--- config.mk ---
export PLATFORM = sky130hd
export DESIGN_NAME = sdram_ctrl_top
export DESIGN_NICKNAME = d
export VERILOG_FILES = /design/src/sdram_ctrl_pkg.sv /design/src/request_capture.sv /design/src/bank_state_tracker.sv /design/src/timing_counter.sv /design/src/command_issuer.sv /design/src/sdram_ctrl_top.sv
export VERILOG_INCLUDE_DIRS = /design/src /design/src/src
export SDC_FILE = /design/constraint.sdc
export NUM_CORES = 1
export LEC_CHECK = 0
export BUFFER_PORTS_ARGS = -buffer_cell sky130_fd_sc_hd__buf_2
export CAP_MARGIN = 20
export CORE_UTILIZATION = 35
export DETAILED_ROUTE_END_ITERATION = 7
export PLACE_DENSITY_LB_ADDON = 0.15
export SLEW_MARGIN = 30
export SYNTH_ARGS = -nofsm -noshare
export SYNTH_HDL_FRONTEND = slang
export SYNTH_SLANG_ARGS = --single-unit
--- constraint.sdc ---
create_clock -name INPUT_CLK -period 6.1 [get_ports INPUT_CLK]
set_input_delay 1.22 -clock INPUT_CLK [delete_from_list [all_inputs] [get_ports INPUT_CLK]]
set_output_delay 1.22 -clock INPUT_CLK [all_outputs]
set_load 0.05 [all_outputs]
--- src/sdram_ctrl_macros.svh ---
`ifndef SDRAM_CTRL_MACROS_SVH
`define SDRAM_CTRL_MACROS_SVH

// Address field widths --------------------
`define SDRAM_ROW_W  14
`define SDRAM_BANK_W 3
`define SDRAM_COL_W  9
`define SDRAM_PAGE_W 17                    // Row and bank together
`define SDRAM_MASK_W 4

// Command codes --------------------
`define SDRAM_CMD_NOOP 3'b111
`define SDRAM_CMD_ACTV 3'b011              // Row open
`define SDRAM_CMD_READ 3'b101
`define SDRAM_CMD_WRTE 3'b100
`define SDRAM_CMD_PRCH 3'b010              // Row close
`define SDRAM_CMD_ARSR 3'b001              // Auto refresh

// Minimum clocks from a command to the next one
`define SDRAM_GAP_ARSR  13
`define SDRAM_GAP_ACTV  4
`define SDRAM_GAP_WRTE  6
`define SDRAM_GAP_OTHER 5

// A10 high selects all banks
`define SDRAM_PRCH_ALL_ADDR 14'h0400

// Clocks after ACTIVATE before PRECHARGE is allowed
`define SDRAM_ACTV_TIMEOUT 4

`endif

--- src/sdram_ctrl_pkg.sv ---
`include "sdram_ctrl_macros.svh"

package sdram_ctrl_pkg;

  typedef enum logic [2:0] {
    CMD_NOOP = `SDRAM_CMD_NOOP,
    CMD_ACTV = `SDRAM_CMD_ACTV,
    CMD_READ = `SDRAM_CMD_READ,
    CMD_WRTE = `SDRAM_CMD_WRTE,
    CMD_PRCH = `SDRAM_CMD_PRCH,
    CMD_ARSR = `SDRAM_CMD_ARSR
  } sdram_cmd_e;

  // Two views of the same client address --------------------
  typedef struct packed {
    logic [`SDRAM_ROW_W-1:0]  row;
    logic [`SDRAM_BANK_W-1:0] bank;
    logic [`SDRAM_COL_W-1:0]  col;
  } addr_rbc_s;

  typedef struct packed {
    logic [`SDRAM_PAGE_W-1:0] page;
    logic [`SDRAM_COL_W-1:0]  col;
  } addr_pc_s;

  typedef union packed {
    addr_rbc_s rbc;                        // Command address
    addr_pc_s  pc;                         // Page compare
  } mem_addr_u;

  typedef struct packed {
    logic                     valid;
    logic                     write;
    mem_addr_u                addr;
    logic [`SDRAM_MASK_W-1:0] mask;
  } port_req_s;

  typedef struct packed {
    logic                     page_active;
    logic [`SDRAM_PAGE_W-1:0] open_page;
    logic                     last_was_write;
    logic                     refresh_pending;   // Refreshed with no row opened since
  } bank_state_s;

endpackage

--- src/request_capture.sv ---
`timescale 1ns/1ps
`include "sdram_ctrl_macros.svh"

module request_capture (
  input  logic                                  INPUT_CLK,
  input  logic                                  RST,
  input  logic                                  req_valid,
  input  logic                                  req_write,
  input  logic [`SDRAM_PAGE_W+`SDRAM_COL_W-1:0] req_addr,
  input  logic [`SDRAM_MASK_W-1:0]              req_mask,
  input  logic                                  refresh_strobe,
  input  logic                                  refresh_ack,
  input  sdram_ctrl_pkg::bank_state_s           bank,
  output sdram_ctrl_pkg::port_req_s             captured,
  output logic                                  page_hit,
  output logic                                  refresh_pending
);
  import sdram_ctrl_pkg::*;

  mem_addr_u                live_addr;
  mem_addr_u                addr_q;
  logic                     valid_q;
  logic                     write_q;
  logic [`SDRAM_MASK_W-1:0] mask_q;
  logic                     strobe_q;

  assign live_addr = req_addr;

  always_ff @(posedge INPUT_CLK)
  begin
    if (RST)
    begin
      valid_q  <= 1'b0;
      page_hit <= 1'b0;
      strobe_q <= 1'b0;
    end
    else
    begin
      valid_q  <= req_valid;
      strobe_q <= refresh_strobe;
      page_hit <= bank.page_active && !bank.refresh_pending && !refresh_pending &&
                  (live_addr.pc.page == bank.open_page);   // Same cycle as captured
    end
  end

  always_ff @(posedge INPUT_CLK)
  begin
    write_q <= req_write;
    addr_q  <= live_addr;
    mask_q  <= req_mask;
  end

  // One outstanding refresh per strobe toggle
  assign refresh_pending = strobe_q ^ refresh_ack;
  assign captured = '{valid: valid_q, write: write_q, addr: addr_q, mask: mask_q};

endmodule

--- src/bank_state_tracker.sv ---
`timescale 1ns/1ps
`include "sdram_ctrl_macros.svh"

module bank_state_tracker (
  input  logic                        INPUT_CLK,
  input  logic                        RST,
  input  sdram_ctrl_pkg::sdram_cmd_e  issued_cmd,
  input  sdram_ctrl_pkg::port_req_s   captured,
  output sdram_ctrl_pkg::bank_state_s bank,
  output logic                        refresh_ack
);
  import sdram_ctrl_pkg::*;

  logic                     page_active_q;
  logic [`SDRAM_PAGE_W-1:0] open_page_q;
  logic                     last_write_q;
  logic                     refreshed_q;
  logic                     ack_q;

  // Control state --------------------
  always_ff @(posedge INPUT_CLK)
  begin
    if (RST)
    begin
      page_active_q <= 1'b0;
      last_write_q  <= 1'b0;
      refreshed_q   <= 1'b0;
      ack_q         <= 1'b0;
    end
    else
    begin
      case (issued_cmd)
        CMD_ACTV:
        begin
          page_active_q <= 1'b1;
          refreshed_q   <= 1'b0;
        end
        CMD_PRCH: page_active_q <= 1'b0;
        CMD_ARSR:
        begin
          refreshed_q <= 1'b1;
          ack_q       <= ~ack_q;           // Now equals the strobe level
        end
        default: ;
      endcase
      if (issued_cmd != CMD_NOOP)
        last_write_q <= (issued_cmd == CMD_WRTE);
    end
  end

  // Page tag is only meaningful while page_active_q
  always_ff @(posedge INPUT_CLK)
  begin
    if (issued_cmd == CMD_ACTV)
      open_page_q <= captured.addr.pc.page;
  end

  assign bank = '{
    page_active:     page_active_q,
    open_page:       open_page_q,
    last_was_write:  last_write_q,
    refresh_pending: refreshed_q
  };
  assign refresh_ack = ack_q;

endmodule

--- src/timing_counter.sv ---
`timescale 1ns/1ps
`include "sdram_ctrl_macros.svh"

module timing_counter (
  input  logic                       INPUT_CLK,
  input  logic                       RST,
  input  sdram_ctrl_pkg::sdram_cmd_e issued_cmd,
  output logic                       may_issue,
  output logic                       row_may_close
);
  import sdram_ctrl_pkg::*;

  logic [3:0] gap_cnt;
  logic [2:0] actv_cnt;

  // Command spacing --------------------
  // Loaded one clock after the command shows and reaches zero one clock
  // before the earliest next command
  always_ff @(posedge INPUT_CLK)
  begin
    if (RST)
      gap_cnt <= 4'd0;
    else
    begin
      case (issued_cmd)
        CMD_NOOP:
        begin
          if (gap_cnt != 4'd0)
            gap_cnt <= gap_cnt - 4'd1;
        end
        CMD_ARSR: gap_cnt <= 4'(`SDRAM_GAP_ARSR - 2);
        CMD_ACTV: gap_cnt <= 4'(`SDRAM_GAP_ACTV - 2);
        CMD_WRTE: gap_cnt <= 4'(`SDRAM_GAP_WRTE - 2);
        default:  gap_cnt <= 4'(`SDRAM_GAP_OTHER - 2);
      endcase
    end
  end

  // Row open time --------------------
  always_ff @(posedge INPUT_CLK)
  begin
    if (RST)
      actv_cnt <= 3'(`SDRAM_ACTV_TIMEOUT);
    else if (issued_cmd == CMD_ACTV)
      actv_cnt <= 3'd1;                    // Clocks since ACTIVATE
    else if (actv_cnt != 3'(`SDRAM_ACTV_TIMEOUT))
      actv_cnt <= actv_cnt + 3'd1;         // Saturates
  end

  assign may_issue     = (gap_cnt == 4'd0);
  assign row_may_close = (actv_cnt == 3'(`SDRAM_ACTV_TIMEOUT));

endmodule

--- src/command_issuer.sv ---
`timescale 1ns/1ps
`include "sdram_ctrl_macros.svh"

module command_issuer (
  input  logic                        INPUT_CLK,
  input  logic                        RST,
  input  sdram_ctrl_pkg::port_req_s   captured,
  input  logic                        page_hit,
  input  logic                        refresh_pending,
  input  sdram_ctrl_pkg::bank_state_s bank,
  input  logic                        may_issue,
  input  logic                        row_may_close,
  output sdram_ctrl_pkg::sdram_cmd_e  issued_cmd,
  output sdram_ctrl_pkg::sdram_cmd_e  cmd,
  output logic [`SDRAM_ROW_W-1:0]     cmd_addr,
  output logic [`SDRAM_BANK_W-1:0]    cmd_bank,
  output logic [`SDRAM_MASK_W-1:0]    cmd_mask,
  output logic                        grant
);
  import sdram_ctrl_pkg::*;

  sdram_cmd_e              next_cmd;
  sdram_cmd_e              cmd_q;
  logic                    issue_ok;
  logic                    prch_ok;
  logic                    is_rw;
  logic                    may_issue_q;
  logic [`SDRAM_ROW_W-1:0] next_addr;

  assign issue_ok = may_issue && (cmd_q == CMD_NOOP);   // Forced NOOP after a command
  // One more clock of write recovery before closing the row
  assign prch_ok  = row_may_close && (!bank.last_was_write || may_issue_q);
  assign is_rw    = (next_cmd == CMD_READ) || (next_cmd == CMD_WRTE);

  // Next command --------------------
  always_comb
  begin
    next_cmd = CMD_NOOP;
    if (captured.valid && page_hit)
      next_cmd = captured.write ? CMD_WRTE : CMD_READ;
    else if (bank.page_active && (refresh_pending || captured.valid) && prch_ok)
      next_cmd = CMD_PRCH;
    else if (!bank.page_active && refresh_pending)
      next_cmd = CMD_ARSR;
    else if (!bank.page_active && captured.valid)
      next_cmd = CMD_ACTV;
  end

  always_comb
  begin
    case (next_cmd)
      CMD_READ, CMD_WRTE:
        next_addr = {{(`SDRAM_ROW_W-`SDRAM_COL_W-1){1'b0}}, captured.addr.rbc.col, 1'b0};
      CMD_PRCH: next_addr = `SDRAM_PRCH_ALL_ADDR;
      default:  next_addr = captured.addr.rbc.row;
    endcase
  end

  always_ff @(posedge INPUT_CLK)
  begin
    if (RST)
    begin
      cmd_q       <= CMD_NOOP;
      grant       <= 1'b0;
      cmd_mask    <= '0;
      may_issue_q <= 1'b0;
    end
    else
    begin
      may_issue_q <= may_issue;
      cmd_q       <= issue_ok ? next_cmd : CMD_NOOP;
      grant       <= issue_ok && is_rw;
      if (issue_ok && is_rw)
        cmd_mask <= captured.mask;
    end
  end

  always_ff @(posedge INPUT_CLK)
  begin
    if (issue_ok && (next_cmd != CMD_NOOP))
      cmd_addr <= next_addr;
    if (issue_ok && (is_rw || (next_cmd == CMD_ACTV)))
      cmd_bank <= captured.addr.rbc.bank;  // PRECHARGE ALL keeps it
  end

  assign cmd        = cmd_q;
  assign issued_cmd = cmd_q;

endmodule

--- src/sdram_ctrl_top.sv ---
`timescale 1ns/1ps
`include "sdram_ctrl_macros.svh"

module sdram_ctrl_top (
  input  logic                                  INPUT_CLK,
  input  logic                                  RST,
  input  logic                                  refresh_strobe,
  input  logic                                  req_valid,
  input  logic                                  req_write,
  input  logic [`SDRAM_PAGE_W+`SDRAM_COL_W-1:0] req_addr,
  input  logic [`SDRAM_MASK_W-1:0]              req_mask,
  output sdram_ctrl_pkg::sdram_cmd_e            cmd,
  output logic [`SDRAM_ROW_W-1:0]               cmd_addr,
  output logic [`SDRAM_BANK_W-1:0]              cmd_bank,
  output logic [`SDRAM_MASK_W-1:0]              cmd_mask,
  output logic                                  grant
);
  import sdram_ctrl_pkg::*;

  port_req_s   captured;
  bank_state_s bank;
  sdram_cmd_e  issued_cmd;
  logic        page_hit;
  logic        refresh_pending;
  logic        refresh_ack;
  logic        may_issue;
  logic        row_may_close;

  request_capture request_capture_inst (
    .INPUT_CLK       (INPUT_CLK),
    .RST             (RST),
    .req_valid       (req_valid),
    .req_write       (req_write),
    .req_addr        (req_addr),
    .req_mask        (req_mask),
    .refresh_strobe  (refresh_strobe),
    .refresh_ack     (refresh_ack),
    .bank            (bank),
    .captured        (captured),
    .page_hit        (page_hit),
    .refresh_pending (refresh_pending)
  );

  bank_state_tracker bank_state_tracker_inst (
    .INPUT_CLK   (INPUT_CLK),
    .RST         (RST),
    .issued_cmd  (issued_cmd),
    .captured    (captured),
    .bank        (bank),
    .refresh_ack (refresh_ack)
  );

  timing_counter timing_counter_inst (
    .INPUT_CLK     (INPUT_CLK),
    .RST           (RST),
    .issued_cmd    (issued_cmd),
    .may_issue     (may_issue),
    .row_may_close (row_may_close)
  );

  command_issuer command_issuer_inst (
    .INPUT_CLK       (INPUT_CLK),
    .RST             (RST),
    .captured        (captured),
    .page_hit        (page_hit),
    .refresh_pending (refresh_pending),
    .bank            (bank),
    .may_issue       (may_issue),
    .row_may_close   (row_may_close),
    .issued_cmd      (issued_cmd),
    .cmd             (cmd),
    .cmd_addr        (cmd_addr),
    .cmd_bank        (cmd_bank),
    .cmd_mask        (cmd_mask),
    .grant           (grant)
  );

endmodule

==> flow_summary.ini <==
[detailed_routing]
drtIter0Drc = 66
vias = 1830
post-route-drc-count = 0
ant_nets = 0
first_pass_iters = 4
wirelength_um = 5610
routed_via_density = 4.53
wl_per_cell_um = 13.9

[min_path]
min_path_type = reg2reg

[die]
die_h_um = 94.5
num_rows = 33
dieArea_mm2 = 0.00894
pin_count = 60
core_mm2 = 0.00826
die_x_um = 94.5
start_util = 0.363

[setup_path]
reg2reg_from = timing_counter_inst.gap_cnt[0]$_SDFFE_PP0P_
reg2reg_slack_ns = 3.96
required_ns = 4.88
worstSetupStartpointType = register
worstSetupEndpointType = primary output
cpMaxStageDelayCell = dfxtp_1
crit_family = flip-flops
slowest_delay_ns = 0.52
worst-path-max-fanout = 9
path_class = reg2out
crit_end = cmd[2]
worst-path-stages = 1
critPathArrivalTime_ns = 1.20
r2r-end = command_issuer_inst.cmd_bank[2]$_DFFE_PP_
rr_worst_depth = 5
critPathBufInv = 1
worstPathCellList = buf_2
worstSetupStartpoint = command_issuer_inst.cmd[2]$_SDFF_PP1_

[global_route]
grt_usage = 0.138
grt_use_met3 = 0.0419
grt_max_degree = 21
grt_pass1_vias = 1776
busiest_layer = met2
grt-ovfl-total = 0
met1_usage = 0.183
grt_pass1_wl_um = 8830
antenna_found_initial = 0
met2_usage = 0.204

[cts]
cts_root_buf = clkbuf_8
cts_buffers = 9
ctsResizeCount = 0
cts_num_sinks = 88
htreeDepth = 3
cts_setup_buffers = 0
clockBufferDepth = 2
cts-hold-fix-buffers = 0
clkTransAtPathRegs_ns = 0.09
tritoncts = done
insertion_delay_ns = 0.36

[timing]
fin_crit_ns = 2.42
finalMaxSlewViolations = 0
setup-violations-final = 0
fin_worst_skew_ns = 0.00541
fin_tns_setup_ns = 0
grt_setup_unrepaired = no
period_share = 0.397
final-hold-violation-count = 0
max_freq_mhz = 413
relSlewSlack = 0.481
tightest_slew_ns = 0.778

[power]
p_int_mw = 1.00
ir_worst_vdd_uv = 124
switching_share = 0.323
switching_power_mw = 0.477
power_frac_comb = 0.229
power_frac_clock = 0.274
power_frac_seq = 0.497
leakagePower_nw = 1.48
power_density_mw_per_mm2 = 410

[cells_and_area]
fillers = 795
final_cell_mix = 59 x buf_2, 54 x dfxtp_1, 34 x edfxtp_1
nets = 333
layout_commonest_cell = buf_2
area.growth.synth_to_final_pct = 20.2
instances_no_fill = 404
multi_input_area_um2 = 831
n_antenna_cell = 0
fin_area_mm2 = 0.00360
drive_gt1_frac = 0.278
regArea_mm2 = 0.00210

[run]
max_cap_viol_count = 0

[synthesis]
synth_nets = 267
ys_ff_latch = 88
yosys_warnings = 0
avgSynthCellArea_um2 = 13.1
syn_inst = 228
synth_area_mm2 = 0.00300
synth.yosys.seq_area_share = 0.701
synth.distinct_cells = 33

[status]
status = completed

[placement]
gp_congestion = 0.750
dp.cells = 388
place_hpwl_um = 3720
post_dp_cell_area_mm2 = 0.00340
port_buffers = 59
## Yosys cell counts
| library cell | instances | area, um2 |
|---|---|---|
| nor2b_1 | 4 | 25.0 |
| a22o_1 | 9 | 78.8 |
| nand3b_1 | 1 | 7.51 |
| or2_4 | 1 | 8.76 |
| and2_1 | 7 | 43.8 |
| nand3_1 | 5 | 25.0 |
| clkbuf_1 | 3 | 11.3 |
| xor2_1 | 18 | 158 |
| dfxtp_1 | 54 | 1080 |
| ha_1 | 4 | 50.1 |
| buf_6 | 2 | 22.5 |
| nor3_1 | 8 | 40.0 |
| nand2b_1 | 1 | 6.26 |
| nor2_2 | 1 | 6.26 |
| nand2_1 | 15 | 56.3 |
| mux2i_1 | 1 | 10.0 |
| xnor2_1 | 5 | 43.8 |
| o21ai_2 | 1 | 8.76 |
| edfxtp_1 | 34 | 1020 |
| o311ai_0 | 1 | 8.76 |
| a21oi_1 | 11 | 55.1 |
| o21ai_0 | 11 | 55.1 |
| or2_2 | 1 | 6.26 |
| a211oi_1 | 1 | 7.51 |
| and4b_1 | 1 | 10.0 |
| inv_1 | 8 | 30.0 |
| o21bai_1 | 1 | 7.51 |
| o31ai_2 | 1 | 12.5 |
| nor2_1 | 11 | 41.3 |
| or3b_4 | 1 | 11.3 |
| a21o_1 | 1 | 7.51 |
| a311oi_2 | 1 | 15.0 |
| nor4_1 | 4 | 25.0 |
## through the flow
stage          setup WS, ns  power (mW)  hold slack [ns]  utilization
2_1_floorplan          3.67        1.01            0.400            -
3_3_place_gp           3.78        1.09            0.407        0.411
3_5_place_dp           3.77        1.09            0.407        0.411
4_1_cts                3.64        1.50            0.429        0.436
5_1_grt                3.61        1.56            0.446        0.436
6_report               3.68        1.48            0.428        0.436
## kinds of logic (layout without fill, tap and decap cells)
kind of cell               Yosys count  count (layout)  share of synthesized area
AOI/OAI and AO/OA                   38              38                     0.0856
xor gates and xnor gates            23              23                     0.0672
adders and majority gates            4               4                     0.0167
buffers and inverters               13              84                     0.0213
DFF                                 88              88                      0.701
muxes                                1               1                    0.00334
and+or+nand+nor                     61              61                      0.104
## area by class of cell
| cell class | instances | area share |
|---|---|---|
| Clock buffer | 9 | 0.0344 |
| Clock inverter | 7 | 0.0222 |
| Inverter | 8 | 0.00834 |
| Multi-Input combinational cell | 127 | 0.231 |
| Sequential cell | 88 | 0.584 |
| Tap cell | 105 | 0.0365 |
| Timing Repair Buffer | 60 | 0.0841 |
## power by group through the flow
stage	registers (mW)	logic, mW	clock network (mW)
2_1_floorplan	0.834	0.176	0
3_3_place_gp	0.747	0.340	0
3_5_place_dp	0.748	0.340	0
4_1_cts	0.736	0.342	0.422
5_1_grt	0.745	0.373	0.447
6_report	0.734	0.338	0.406
## how the worst min path moves through the flow
stage	start	to	cells past startpoint
after floorplan	request_capture_inst.addr_q[23]$_DFF_P_	bank_state_tracker_inst.open_page_q[14]$_DFFE_PP_	0
after global placement	request_capture_inst.addr_q[25]$_DFF_P_	bank_state_tracker_inst.open_page_q[16]$_DFFE_PP_	0
after detailed placement	request_capture_inst.addr_q[12]$_DFF_P_	bank_state_tracker_inst.open_page_q[3]$_DFFE_PP_	0
after CTS	request_capture_inst.addr_q[12]$_DFF_P_	bank_state_tracker_inst.open_page_q[3]$_DFFE_PP_	0
after global routing	request_capture_inst.addr_q[12]$_DFF_P_	bank_state_tracker_inst.open_page_q[3]$_DFFE_PP_	0
final	request_capture_inst.addr_q[12]$_DFF_P_	bank_state_tracker_inst.open_page_q[3]$_DFFE_PP_	0
## routing by layer
| metal | part of all wire | wire [um] |
|---|---|---|
| met1 | 0.49 | 2720 |
| met2 | 0.45 | 2550 |
| met3 | 0.041 | 231 |
| met4 | 0.019 | 104 |
| met5 | 0 | 0 |
## state kept, by name, indices dropped and copies added, names as in the netlist
signal                                 count
bank_state_tracker_inst.last_write_q       1
bank_state_tracker_inst.open_page_q       17
bank_state_tracker_inst.page_active_q      1
bank_state_tracker_inst.refresh_ack        1
bank_state_tracker_inst.refreshed_q        1
command_issuer_inst.cmd                    3
command_issuer_inst.cmd_addr              14
command_issuer_inst.cmd_bank               3
command_issuer_inst.cmd_mask               4
command_issuer_inst.grant                  1
command_issuer_inst.may_issue_q            1
request_capture_inst.addr_q               26
request_capture_inst.mask_q                4
request_capture_inst.page_hit              1
request_capture_inst.strobe_q              1
request_capture_inst.valid_q               1
request_capture_inst.write_q               1
timing_counter_inst.actv_cnt               3
timing_counter_inst.gap_cnt                4
Power figures use the tool's default switching activity.
